## src/autotest_pkg.sv

```systemverilog
////////////////////////////////////////////////////////////
// sequencer states, load phases and debug select codes
////////////////////////////////////////////////////////////
`default_nettype none

package autotest_pkg;

  // run timer and error counter widths
  localparam int TIMER_W = 64;
  localparam int COUNT_W = 32;

  typedef enum logic [4:0] {
    ST_INIT        = 5'd0,
    ST_HOST_RST    = 5'd1,
    ST_OPEN_BLOCK  = 5'd2,
    ST_LOAD_HEADER = 5'd3,
    ST_RUN         = 5'd4,
    ST_WAIT_UUT    = 5'd5,
    ST_COMPARE     = 5'd6,
    ST_LOAD_VECTOR = 5'd7,
    ST_NEXT_BLOCK  = 5'd8,
    ST_HALT        = 5'd9
  } seq_state_e;

  // which part of the block the loader reads
  typedef enum logic {
    PH_HEADER = 1'b0,
    PH_VECTOR = 1'b1
  } load_phase_e;

  typedef enum logic [1:0] {
    DBG_STATUS   = 2'd0,
    DBG_TIMER_LO = 2'd1,
    DBG_TIMER_HI = 2'd2,
    DBG_ERRORS   = 2'd3
  } dbg_sel_e;

endpackage

`default_nettype wire

```

## src/sd_layout_pkg.sv

```systemverilog
////////////////////////////////////////////////////////////
// SD block layout; one block holds header plus all pairs
////////////////////////////////////////////////////////////
`default_nettype none

package sd_layout_pkg;

  // first block of the vector set
  localparam logic [31:0] START_BLOCK = 32'h0010_0000;

  // valid block marker stored msb first
  localparam logic [31:0] SIGNATURE = 32'hAABB_CCDD;

  localparam int SIG_BYTES  = 4;
  localparam int NVEC_BYTES = 4;

  // byte position inside a block
  typedef logic [15:0] offset_t;

endpackage

`default_nettype wire

```

## src/byte_stream_if.sv

```systemverilog
////////////////////////////////////////////////////////////
// offset restarts at 0 on every block open
////////////////////////////////////////////////////////////
`timescale 1ns/1ps
`default_nettype none

interface byte_stream_if;

  // loader wants another byte
  logic fetch;
  // one pulse per fetched byte
  logic valid;
  logic [7:0] data;
  sd_layout_pkg::offset_t offset;

  modport reader (
    input  fetch,
    output valid,
    output data,
    output offset
  );

  modport loader (
    output fetch,
    input  valid,
    input  data,
    input  offset
  );

endinterface

`default_nettype wire

```

## src/sd_block_reader.sv

```systemverilog
////////////////////////////////////////////////////////////
// single-block reads only; block stays open while open_req
////////////////////////////////////////////////////////////
`timescale 1ns/1ps
`default_nettype none

module sd_block_reader (
  input  logic        clk,
  input  logic        rst,
  input  logic        host_rst_req_i,
  input  logic        open_req_i,
  input  logic [31:0] block_addr_i,
  output logic        host_ready_o,
  output logic        block_ready_o,
  input  logic        spi_busy_i,
  input  logic [7:0]  spi_data_out_i,
  output logic        spi_rst_o,
  output logic        spi_r_block_o,
  output logic        spi_r_byte_o,
  output logic [31:0] spi_block_addr_o,
  byte_stream_if.reader bs
);

  typedef enum logic [2:0] {
    R_IDLE,
    R_RST_WAIT,
    R_HOST_OK,
    R_OPEN_WAIT,
    R_BLOCK,
    R_BYTE_REQ,
    R_BYTE_WAIT
  } rd_state_e;

  rd_state_e state_q;
  sd_layout_pkg::offset_t offset_q;

  always_ff @(posedge clk) begin
    if (rst) begin
      state_q  <= R_IDLE;
      offset_q <= '0;
    end else begin
      case (state_q)
        // spi_rst held until the host goes busy
        R_IDLE:
          if (host_rst_req_i && spi_busy_i) state_q <= R_RST_WAIT;
        R_RST_WAIT:
          if (!spi_busy_i) state_q <= R_HOST_OK;
        R_HOST_OK:
          if (open_req_i && spi_busy_i) state_q <= R_OPEN_WAIT;
        R_OPEN_WAIT:
          if (!spi_busy_i) begin
            state_q  <= R_BLOCK;
            offset_q <= '0;
          end
        R_BLOCK:
          if (!open_req_i) begin
            state_q <= R_HOST_OK;
          end else if (bs.fetch) begin
            state_q <= R_BYTE_REQ;
          end
        R_BYTE_REQ:
          if (spi_busy_i) state_q <= R_BYTE_WAIT;
        R_BYTE_WAIT:
          if (!spi_busy_i) begin
            state_q  <= R_BLOCK;
            offset_q <= offset_q + 16'd1;
          end
        default:
          state_q <= R_IDLE;
      endcase
    end
  end

  ////////////////////////////////////////////////////////////
  // host strobes
  ////////////////////////////////////////////////////////////

  assign spi_rst_o        = (state_q == R_IDLE) && host_rst_req_i;
  assign spi_r_byte_o     = (state_q == R_BYTE_REQ);
  assign spi_block_addr_o = block_addr_i;

  always_comb begin
    spi_r_block_o = (state_q == R_HOST_OK) && open_req_i;
    if (state_q inside {R_OPEN_WAIT, R_BLOCK, R_BYTE_REQ, R_BYTE_WAIT}) begin
      spi_r_block_o = 1'b1;
    end
  end

  assign host_ready_o  = !(state_q inside {R_IDLE, R_RST_WAIT});
  assign block_ready_o = state_q inside {R_BLOCK, R_BYTE_REQ, R_BYTE_WAIT};

  // byte is on spi_data_out once busy drops
  assign bs.valid  = (state_q == R_BYTE_WAIT) && !spi_busy_i;
  assign bs.data   = spi_data_out_i;
  assign bs.offset = offset_q;

  a_byte_in_block: assert property (@(posedge clk) disable iff (rst)
    spi_r_byte_o |-> spi_r_block_o && open_req_i);

endmodule

`default_nettype wire

```

## src/vector_loader.sv

```systemverilog
////////////////////////////////////////////////////////////
// widths must be multiples of 8; header holds the first pair
////////////////////////////////////////////////////////////
`timescale 1ns/1ps
`default_nettype none

module vector_loader #(
  parameter int IN1_W = 32,
  parameter int IN2_W = 32,
  parameter int IN3_W = 32,
  parameter int OUT_W = 32
) (
  input  logic                       clk,
  input  logic                       rst,
  byte_stream_if.loader              bs,
  input  logic                       load_start_i,
  input  autotest_pkg::load_phase_e  load_phase_i,
  output logic                       load_done_o,
  output logic                       sig_ok_o,
  output logic [31:0]                n_vectors_o,
  output logic [IN1_W-1:0]           in1_o,
  output logic [IN2_W-1:0]           in2_o,
  output logic [IN3_W-1:0]           in3_o,
  output logic [OUT_W-1:0]           expected_o
);

  // byte offsets of the fields within a block
  localparam int IN1_BASE  = sd_layout_pkg::SIG_BYTES;
  localparam int IN2_BASE  = IN1_BASE + IN1_W / 8;
  localparam int NVEC_BASE = IN2_BASE + IN2_W / 8;
  localparam int IN3_BASE  = NVEC_BASE + sd_layout_pkg::NVEC_BYTES;
  localparam int EXP_BASE  = IN3_BASE + IN3_W / 8;
  localparam int HDR_BYTES = EXP_BASE + OUT_W / 8;

  localparam sd_layout_pkg::offset_t VEC_POS  = sd_layout_pkg::offset_t'(IN3_BASE);
  localparam sd_layout_pkg::offset_t LAST_POS = sd_layout_pkg::offset_t'(HDR_BYTES - 1);

  logic [8*HDR_BYTES-1:0]  img_q;
  logic                    active_q;
  sd_layout_pkg::offset_t  idx_q;
  sd_layout_pkg::offset_t  pos;
  logic [31:0]             sig;

  // vector pairs land on the header's in3/expected slots
  always_comb begin
    if (load_phase_i == autotest_pkg::PH_VECTOR) begin
      pos = VEC_POS + idx_q;
    end else begin
      pos = bs.offset;
    end
  end

  assign bs.fetch = active_q;

  always_ff @(posedge clk) begin
    if (rst) begin
      active_q    <= 1'b0;
      idx_q       <= '0;
      load_done_o <= 1'b0;
    end else begin
      load_done_o <= 1'b0;
      if (load_start_i) begin
        active_q <= 1'b1;
        idx_q    <= '0;
      end else if (active_q && bs.valid) begin
        idx_q <= idx_q + 16'd1;
        if (pos == LAST_POS) begin
          active_q    <= 1'b0;
          load_done_o <= 1'b1;
        end
      end
    end
  end

  always_ff @(posedge clk) begin
    if (active_q && bs.valid && pos <= LAST_POS) begin
      img_q[8*pos +: 8] <= bs.data;
    end
  end

  ////////////////////////////////////////////////////////////
  // field views
  ////////////////////////////////////////////////////////////

  // signature comes msb first
  assign sig = {img_q[7:0], img_q[15:8], img_q[23:16], img_q[31:24]};
  assign sig_ok_o = (sig == sd_layout_pkg::SIGNATURE);

  assign in1_o       = img_q[8*IN1_BASE +: IN1_W];
  assign in2_o       = img_q[8*IN2_BASE +: IN2_W];
  assign n_vectors_o = img_q[8*NVEC_BASE +: 32];
  assign in3_o       = img_q[8*IN3_BASE +: IN3_W];
  assign expected_o  = img_q[8*EXP_BASE +: OUT_W];

  a_valid_on_fetch: assert property (@(posedge clk) disable iff (rst)
    bs.valid |-> bs.fetch);

endmodule

`default_nettype wire

```

## src/autotest_sequencer.sv

```systemverilog
////////////////////////////////////////////////////////////
// n_vectors of 0 is not supported; a bad signature halts
////////////////////////////////////////////////////////////
`timescale 1ns/1ps
`default_nettype none

module autotest_sequencer (
  input  logic                      clk,
  input  logic                      rst,
  output logic                      host_rst_req_o,
  output logic                      open_req_o,
  input  logic                      host_ready_i,
  input  logic                      block_ready_i,
  output logic                      load_start_o,
  output autotest_pkg::load_phase_e load_phase_o,
  input  logic                      load_done_i,
  input  logic                      sig_ok_i,
  input  logic [31:0]               n_vectors_i,
  output logic                      capture_o,
  output logic                      run_enable_o,
  output logic [31:0]               block_addr_o,
  input  logic                      end_uut_i,
  output logic                      rst_uut_o,
  output logic [31:0]               vec_index_o,
  output autotest_pkg::seq_state_e  state_o
);

  autotest_pkg::seq_state_e          state_q;
  logic [autotest_pkg::COUNT_W-1:0] block_addr_q;
  logic [31:0]                       vec_index_q;
  logic                              last_vec;

  assign last_vec = (vec_index_q + 32'd1 == n_vectors_i);

  always_ff @(posedge clk) begin
    if (rst) begin
      state_q      <= autotest_pkg::ST_INIT;
      block_addr_q <= sd_layout_pkg::START_BLOCK;
      vec_index_q  <= '0;
      rst_uut_o    <= 1'b1;
    end else begin
      case (state_q)
        autotest_pkg::ST_INIT:
          state_q <= autotest_pkg::ST_HOST_RST;
        autotest_pkg::ST_HOST_RST:
          if (host_ready_i) state_q <= autotest_pkg::ST_OPEN_BLOCK;
        autotest_pkg::ST_OPEN_BLOCK:
          if (block_ready_i) state_q <= autotest_pkg::ST_LOAD_HEADER;
        autotest_pkg::ST_LOAD_HEADER: begin
          vec_index_q <= '0;
          if (load_done_i) begin
            if (sig_ok_i) begin
              state_q   <= autotest_pkg::ST_RUN;
              rst_uut_o <= 1'b0;
            end else begin
              state_q <= autotest_pkg::ST_HALT;
            end
          end
        end
        autotest_pkg::ST_RUN:
          state_q <= autotest_pkg::ST_WAIT_UUT;
        autotest_pkg::ST_WAIT_UUT:
          if (end_uut_i) begin
            state_q   <= autotest_pkg::ST_COMPARE;
            rst_uut_o <= 1'b1;
          end
        autotest_pkg::ST_COMPARE: begin
          vec_index_q <= vec_index_q + 32'd1;
          if (last_vec) begin
            state_q <= autotest_pkg::ST_NEXT_BLOCK;
          end else begin
            state_q <= autotest_pkg::ST_LOAD_VECTOR;
          end
        end
        autotest_pkg::ST_LOAD_VECTOR:
          if (load_done_i) begin
            state_q   <= autotest_pkg::ST_RUN;
            rst_uut_o <= 1'b0;
          end
        // wait for the reader to close before moving on
        autotest_pkg::ST_NEXT_BLOCK:
          if (!block_ready_i) begin
            block_addr_q <= block_addr_q + 32'd1;
            state_q      <= autotest_pkg::ST_OPEN_BLOCK;
          end
        autotest_pkg::ST_HALT:
          state_q <= autotest_pkg::ST_HALT;
        default:
          state_q <= autotest_pkg::ST_INIT;
      endcase
    end
  end

  assign host_rst_req_o = (state_q == autotest_pkg::ST_HOST_RST);
  assign open_req_o     = state_q inside {autotest_pkg::ST_OPEN_BLOCK,
                                          autotest_pkg::ST_LOAD_HEADER,
                                          autotest_pkg::ST_RUN,
                                          autotest_pkg::ST_WAIT_UUT,
                                          autotest_pkg::ST_COMPARE,
                                          autotest_pkg::ST_LOAD_VECTOR};

  // load kicks off on block open or after a non-final compare
  assign load_start_o = ((state_q == autotest_pkg::ST_OPEN_BLOCK) && block_ready_i) ||
                        ((state_q == autotest_pkg::ST_COMPARE) && !last_vec);
  assign load_phase_o = (state_q == autotest_pkg::ST_LOAD_VECTOR) ?
                        autotest_pkg::PH_VECTOR : autotest_pkg::PH_HEADER;

  assign capture_o    = (state_q == autotest_pkg::ST_COMPARE);
  assign run_enable_o = (state_q != autotest_pkg::ST_HALT);
  assign block_addr_o = block_addr_q;
  assign vec_index_o  = vec_index_q;
  assign state_o      = state_q;

  a_uut_held: assert property (@(posedge clk) disable iff (rst)
    !(state_q inside {autotest_pkg::ST_RUN, autotest_pkg::ST_WAIT_UUT}) |-> rst_uut_o);

endmodule

`default_nettype wire

```

## src/autotest_stats.sv

```systemverilog
////////////////////////////////////////////////////////////
// error count lands one cycle after the capture register
////////////////////////////////////////////////////////////
`timescale 1ns/1ps
`default_nettype none

module autotest_stats #(
  parameter int OUT_W = 32
) (
  input  logic                     clk,
  input  logic                     rst,
  input  logic                     capture_i,
  input  logic                     run_enable_i,
  input  logic [OUT_W-1:0]         uut_result_i,
  input  logic [OUT_W-1:0]         expected_i,
  input  autotest_pkg::seq_state_e state_i,
  input  logic [31:0]              block_addr_i,
  input  autotest_pkg::dbg_sel_e   sw_debug_i,
  output logic [31:0]              debug_o
);

  logic [OUT_W-1:0]                 result_q;
  logic                             cmp_q;
  logic [autotest_pkg::COUNT_W-1:0] errors_q;
  logic [autotest_pkg::TIMER_W-1:0] timer_q;

  always_ff @(posedge clk) begin
    if (capture_i) begin
      result_q <= uut_result_i;
    end
  end

  always_ff @(posedge clk) begin
    if (rst) begin
      cmp_q    <= 1'b0;
      errors_q <= '0;
      timer_q  <= '0;
    end else begin
      cmp_q <= capture_i;
      if (cmp_q && (result_q != expected_i)) begin
        errors_q <= errors_q + 32'd1;
      end
      // frozen once halted
      if (run_enable_i) begin
        timer_q <= timer_q + 64'd1;
      end
    end
  end

  always_comb begin
    case (sw_debug_i)
      autotest_pkg::DBG_STATUS:   debug_o = {block_addr_i[15:0], 11'd0, state_i};
      autotest_pkg::DBG_TIMER_LO: debug_o = timer_q[31:0];
      autotest_pkg::DBG_TIMER_HI: debug_o = timer_q[63:32];
      default:                    debug_o = errors_q;
    endcase
  end

endmodule

`default_nettype wire

```

## src/sd_autotest_top.sv

```systemverilog
////////////////////////////////////////////////////////////
// SPI host is external; widths are multiples of 8
////////////////////////////////////////////////////////////
`timescale 1ns/1ps
`default_nettype none

module sd_autotest_top #(
  parameter int IN1_W = 32,
  parameter int IN2_W = 32,
  parameter int IN3_W = 32,
  parameter int OUT_W = 32
) (
  input  logic                   clk,
  input  logic                   rst,
  input  logic                   spi_busy_i,
  input  logic [7:0]             spi_data_out_i,
  output logic [31:0]            spi_block_addr_o,
  output logic                   spi_r_block_o,
  output logic                   spi_r_byte_o,
  output logic                   spi_rst_o,
  output logic                   rst_uut_o,
  input  logic                   end_uut_i,
  output logic [IN1_W-1:0]       input_to_uut_1_o,
  output logic [IN2_W-1:0]       input_to_uut_2_o,
  output logic [IN3_W-1:0]       input_to_uut_3_o,
  output logic [31:0]            input_to_uut_4_o,
  input  logic [OUT_W-1:0]       output_from_uut_1_i,
  input  autotest_pkg::dbg_sel_e sw_debug_i,
  output logic [31:0]            debug_o
);

  logic host_rst_req;
  logic open_req;
  logic host_ready;
  logic block_ready;
  logic load_start;
  logic load_done;
  logic sig_ok;
  logic capture;
  logic run_enable;
  logic [31:0] n_vectors;
  logic [31:0] block_addr;
  logic [OUT_W-1:0] expected;
  autotest_pkg::load_phase_e load_phase;
  autotest_pkg::seq_state_e  state;

  byte_stream_if bs ();

  ////////////////////////////////////////////////////////////
  // input side
  ////////////////////////////////////////////////////////////

  sd_block_reader i_reader (
    .clk              (clk),
    .rst              (rst),
    .host_rst_req_i   (host_rst_req),
    .open_req_i       (open_req),
    .block_addr_i     (block_addr),
    .host_ready_o     (host_ready),
    .block_ready_o    (block_ready),
    .spi_busy_i       (spi_busy_i),
    .spi_data_out_i   (spi_data_out_i),
    .spi_rst_o        (spi_rst_o),
    .spi_r_block_o    (spi_r_block_o),
    .spi_r_byte_o     (spi_r_byte_o),
    .spi_block_addr_o (spi_block_addr_o),
    .bs               (bs.reader)
  );

  vector_loader #(
    .IN1_W (IN1_W),
    .IN2_W (IN2_W),
    .IN3_W (IN3_W),
    .OUT_W (OUT_W)
  ) i_loader (
    .clk          (clk),
    .rst          (rst),
    .bs           (bs.loader),
    .load_start_i (load_start),
    .load_phase_i (load_phase),
    .load_done_o  (load_done),
    .sig_ok_o     (sig_ok),
    .n_vectors_o  (n_vectors),
    .in1_o        (input_to_uut_1_o),
    .in2_o        (input_to_uut_2_o),
    .in3_o        (input_to_uut_3_o),
    .expected_o   (expected)
  );

  ////////////////////////////////////////////////////////////
  // control and results
  ////////////////////////////////////////////////////////////

  autotest_sequencer i_sequencer (
    .clk            (clk),
    .rst            (rst),
    .host_rst_req_o (host_rst_req),
    .open_req_o     (open_req),
    .host_ready_i   (host_ready),
    .block_ready_i  (block_ready),
    .load_start_o   (load_start),
    .load_phase_o   (load_phase),
    .load_done_i    (load_done),
    .sig_ok_i       (sig_ok),
    .n_vectors_i    (n_vectors),
    .capture_o      (capture),
    .run_enable_o   (run_enable),
    .block_addr_o   (block_addr),
    .end_uut_i      (end_uut_i),
    .rst_uut_o      (rst_uut_o),
    .vec_index_o    (input_to_uut_4_o),
    .state_o        (state)
  );

  autotest_stats #(
    .OUT_W (OUT_W)
  ) i_stats (
    .clk          (clk),
    .rst          (rst),
    .capture_i    (capture),
    .run_enable_i (run_enable),
    .uut_result_i (output_from_uut_1_i),
    .expected_i   (expected),
    .state_i      (state),
    .block_addr_i (block_addr),
    .sw_debug_i   (sw_debug_i),
    .debug_o      (debug_o)
  );

endmodule

`default_nettype wire

```

## config.mk

```make
export PLATFORM = sky130hd
export DESIGN_NAME = sd_autotest_top
export DESIGN_NICKNAME = d
export VERILOG_FILES = /design/src/autotest_pkg.sv /design/src/sd_layout_pkg.sv /design/src/byte_stream_if.sv /design/src/sd_block_reader.sv /design/src/vector_loader.sv /design/src/autotest_sequencer.sv /design/src/autotest_stats.sv /design/src/sd_autotest_top.sv
export SDC_FILE = /design/constraint.sdc
export NUM_CORES = 1
export LEC_CHECK = 0
export BUFFER_PORTS_ARGS = -buffer_cell sky130_fd_sc_hd__buf_4
export CORE_ASPECT_RATIO = 2
export CORE_UTILIZATION = 50
export CTS_CLUSTER_SIZE = 25
export DETAILED_ROUTE_END_ITERATION = 10
export PLACE_DENSITY_LB_ADDON = 0.05
export SYNTH_ARGS = -nofsm -noshare
export SYNTH_HDL_FRONTEND = slang
export SYNTH_SLANG_ARGS = --single-unit
```

## constraint.sdc

```tcl
create_clock -name clk -period 4.9 [get_ports clk]
set_input_delay 0.49 -clock clk [delete_from_list [all_inputs] [get_ports clk]]
set_output_delay 0.49 -clock clk [all_outputs]
set_load 0.01 [all_outputs]
```

==> summary.md <==
| Metric | Value |
|---|---|
| Mapped cell area | `about 0.021 mm²` |
| RSZ-0062 raised after global routing | `false` |
| Critical path peak fanout | `18` |
| Avg Synthesized Cell Area | `~9.9 µm²` |
| CP Capture Type | `flip-flop` |
| Tmin final | `3.97 ns` |
| Post-CTS Resized | `0` |
| Row Count | `around 110` |
| Critical Path RT | `a little over 5 ns` |
| Multiplexer share of the synthesized area | `about 3.5%` |
| Post-route antenna net violation count | `0` |
| Period utilisation layout | `81.0%` |
| Die ar. | `0.0427 mm²` |
| Synth Area in Simple Gates | `21.8%` |
| FF+latch count, synth | `427` |
| Final setup viols | `0` |
| Clock buffer depth | `3` |
| Path depth of the worst reg2reg path | `9` |
| Post-Syn Nets | `2,178` |
| Max-cap violations | `0` |
| Initial core utilization | `between 50% and 60%` |
| Core Area | `0.0411 mm²` |
| Routed vias | `between 15,000 and 20,000` |
| Clock skew | `about 0.030 ns` |
| Crit path capture | `i_loader.img_q[141]$_DFFE_PP_` |
| Final wirelength | `56,900 µm` |
| Num CTS Buffers | `41` |
| CTS H-tree depth | `2` |
| Post-Synth XOR/XNOR Area | `between 8 and 9%` |
| Detailed Route Iter0 Violations | `852` |
| Commonest non-fill, non-tap cells in the layout | `401 x nor2_1, 272 x buf_4, 224 x edfxtp_1, 203 x dfxtp_1, 168 x nand2_1` |
| Largest net degree at the start of global routing | `70` |
| Number of global-route vias before repair | `between 15,000 and 20,000` |
| Hold Path Class | `in2reg` |
| Routability cong. | `0.862` |
| DRC errors left | `0` |
| Synth Flop Type | `edfxtp_1` |
| Outcome | `completed` |
| # Post-CTS Setup Buffers | `0` |
| Largest family of logic cells by synthesized area | `simple AND/OR/NAND/NOR gates` |
| Drt pass-1 iters | `7` |
| Number of synthesized flops with an enable pin | `around 220` |
| Async S/R FF share, synth | `0%` |
| Final Util | `just under 60%` |
| Worst Tran Pin Value | `between 1 and 1.5 ns` |
| Most common cell after layout, fill and taps aside | `nor2_1` |
| First-pass GRT wire length | `roughly 90,000 µm` |
| Total GRT Usage | `26.6%` |
| Dpl ws | `roughly 0.9 ns` |
| TritonCTS Sinks | `approximately 430` |
| Antenna Cells | `0` |
| Final Worst Setup Slack | `between 0.9 and 1 ns` |
| RR Startpoint | `i_sequencer.state_o[0]$_SDFFE_PP0P_` |
| Crit path kind | `reg2reg` |
| Clock-pin slew on the worst setup and hold paths | `about 0.070 ns` |
| Synth Area in Compound Gates | `about 8%` |
| Crit. Startpoint | `i_sequencer.state_o[0]$_SDFFE_PP0P_` |
| Total number of yosys warnings | `0` |
| Cells after Synth | `around 2,100` |
| Fin. Hold Viols | `0` |
| Total power | `0.00712 W` |
| Post-CTS Hold Fix Bufs | `0` |
| IO Pins | `approximately 240` |
| Hold WS | `0.0976 ns` |
| Max IR drop VDD | `~0.00032 V` |
| Worst relative slew slack | `between 30% and 40%` |
| Sequential fraction of the synthesis area | `51.6%` |
| Max Freq | `between 200 and 300 MHz` |
| Die span in x | `around 150 µm` |
| Pins Over Slew Limit | `0` |
| Worst hold stages | `1` |
| CP arrival | `4.16 ns` |
| Layout Nets | `between 2,000 and 2,500` |
| GRT Residual Overflow | `0` |
| Area delta synth->final | `13.8%` |
| Die Y | `between 200 and 300 µm` |
| Filler Cell Count | `3,588` |
| Skew-Pair Late Insertion Delay | `0.56 ns` |
| Final setup TNS | `0 ns` |
| Netlist cell types | `74` |
| Adder-cell share of the synthesized area | `less than 1%` |
| Clk root buf | `clkbuf_16` |
| LEAKAGE | `around 8.4 nW` |
| Initial antenna violation count | `0` |
| CTS tree | `done` |
| PwrDens | `between 200 and 300 mW/mm²` |
| IO Port Bufs | `about 240` |
| Worst reg2reg path endpoint | `i_loader.img_q[141]$_DFFE_PP_` |
| Wirelength per Cell | `just over 20 µm` |
| Drt via density | `between 5 and 6` |
| Detail Placement HPWL | `around 42,000 µm` |
| Layout cells sized above 1 | `18.1%` |
| R2r setup slk | `around 0.93 ns` |
| Worst setup SP type | `flip-flop` |
## critical path, cell delays in order, from the launching register on
cell and delay (ns):
dfxtp_1 0.64, nand4b_1 0.26, buf_4 0.27, mux2i_1 0.24
ha_1 0.27, o21a_1 0.21, xor2_1 0.32, and3_1 0.51
nand2_1 0.32, nor2_1 0.56
## power by group
group          total (W)  switching (W)  internal [W]
combinational   0.000173       0.000102     0.0000713
clock            0.00319        0.00139       0.00181
sequential       0.00375      0.0000167       0.00374
total            0.00712        0.00151       0.00561
## layout make-up
class / count / area [µm²] / share of cell area [%]
sequential: 427 / 10800 / 45.3
multi-input combinational: 1469 / 8830 / 37.1
timing repair buffer: 273 / 2060 / 8.66
clock buffer: 49 / 1090 / 4.56
tap: 535 / 669 / 2.81
clock inverter: 24 / 250 / 1.05
inverter: 29 / 109 / 0.457
## synth_stat cells, drive strengths merged (26+ instances only)
master / n / share of area (%)
a21oi: 105 / 2.7
and3: 38 / 1.1
buf: 134 / 4.5
clkbuf: 64 / 1.2
dfxtp: 203 / 19
edfxtp: 224 / 32
inv: 28 / 0.50
nand2: 171 / 3.2
nand3: 76 / 1.8
nand4: 45 / 1.4
nor2: 401 / 7.2
nor3: 42 / 1.1
nor4: 26 / 1.0
o21ai: 81 / 1.9
or3: 41 / 1.2
xnor2: 81 / 3.4
xor2: 117 / 4.9
## cells by family after synthesis
kind of cell | Yosys count
AO/OA/AOI/OAI | 275
XOR/XNOR | 198
adder cells (fa/ha/maj) | 9
buffers and inverters | 227
flip-flops | 427
multiplexers | 46
AND/OR/NAND/NOR | 941
## layer usage
layer | global-route usage (%) | routed length (µm) | up-vias | part of all wire [%]
met3 | 3.87 | 2720 | 146 | 4.8
met1 | 26.2 | 19300 | 7605 | 34
met5 | 0 | 0 | - | 0
met4 | 13.9 | 2850 | 0 | 5.0
met2 | 52.2 | 31900 | 501 | 56
li1 | - | - | 7606 | -
## through the flow
step | std cells | instance area [µm²]
floorplan | 2123 | 20900
global placement | 2733 | 22500
detailed placement | 2733 | 22500
CTS | 2806 | 23800
global route | 2806 | 23800
finish | 2806 | 23800
## worst min-delay path by stage
| stage | end | start |
|---|---|---|
| 6_report | i_stats.result_q[30]$_DFFE_PP_ | output_from_uut_1_i[30] |
| 5_1_grt | i_stats.result_q[30]$_DFFE_PP_ | output_from_uut_1_i[30] |
| 4_1_cts | i_stats.result_q[30]$_DFFE_PP_ | output_from_uut_1_i[30] |
| 3_5_place_dp | i_reader.bs.offset[15]$_SDFFE_PP0P_ | i_reader.bs.offset[15]$_SDFFE_PP0P_ |
| 3_3_place_gp | i_stats.timer_q[63]$_SDFFE_PP0P_ | i_stats.timer_q[63]$_SDFFE_PP0P_ |
| 2_1_floorplan | i_reader.bs.offset[15]$_SDFFE_PP0P_ | i_reader.bs.offset[15]$_SDFFE_PP0P_ |
## flip-flops by register name, indices dropped and copies added, names as in the netlist
register and count:
i_loader.bs.fetch 1, i_loader.idx_q 16, i_loader.img_q 192, i_loader.load_done_o 1, i_reader.bs.offset 16, i_reader.state_q 3, i_sequencer.block_addr_o 32, i_sequencer.rst_uut_o 1
i_sequencer.state_o 4, i_sequencer.vec_index_o 32, i_stats.cmp_q 1, i_stats.errors_q 32, i_stats.result_q 32, i_stats.timer_q 64
No activity file was read; power rests on OpenSTA's default activity.
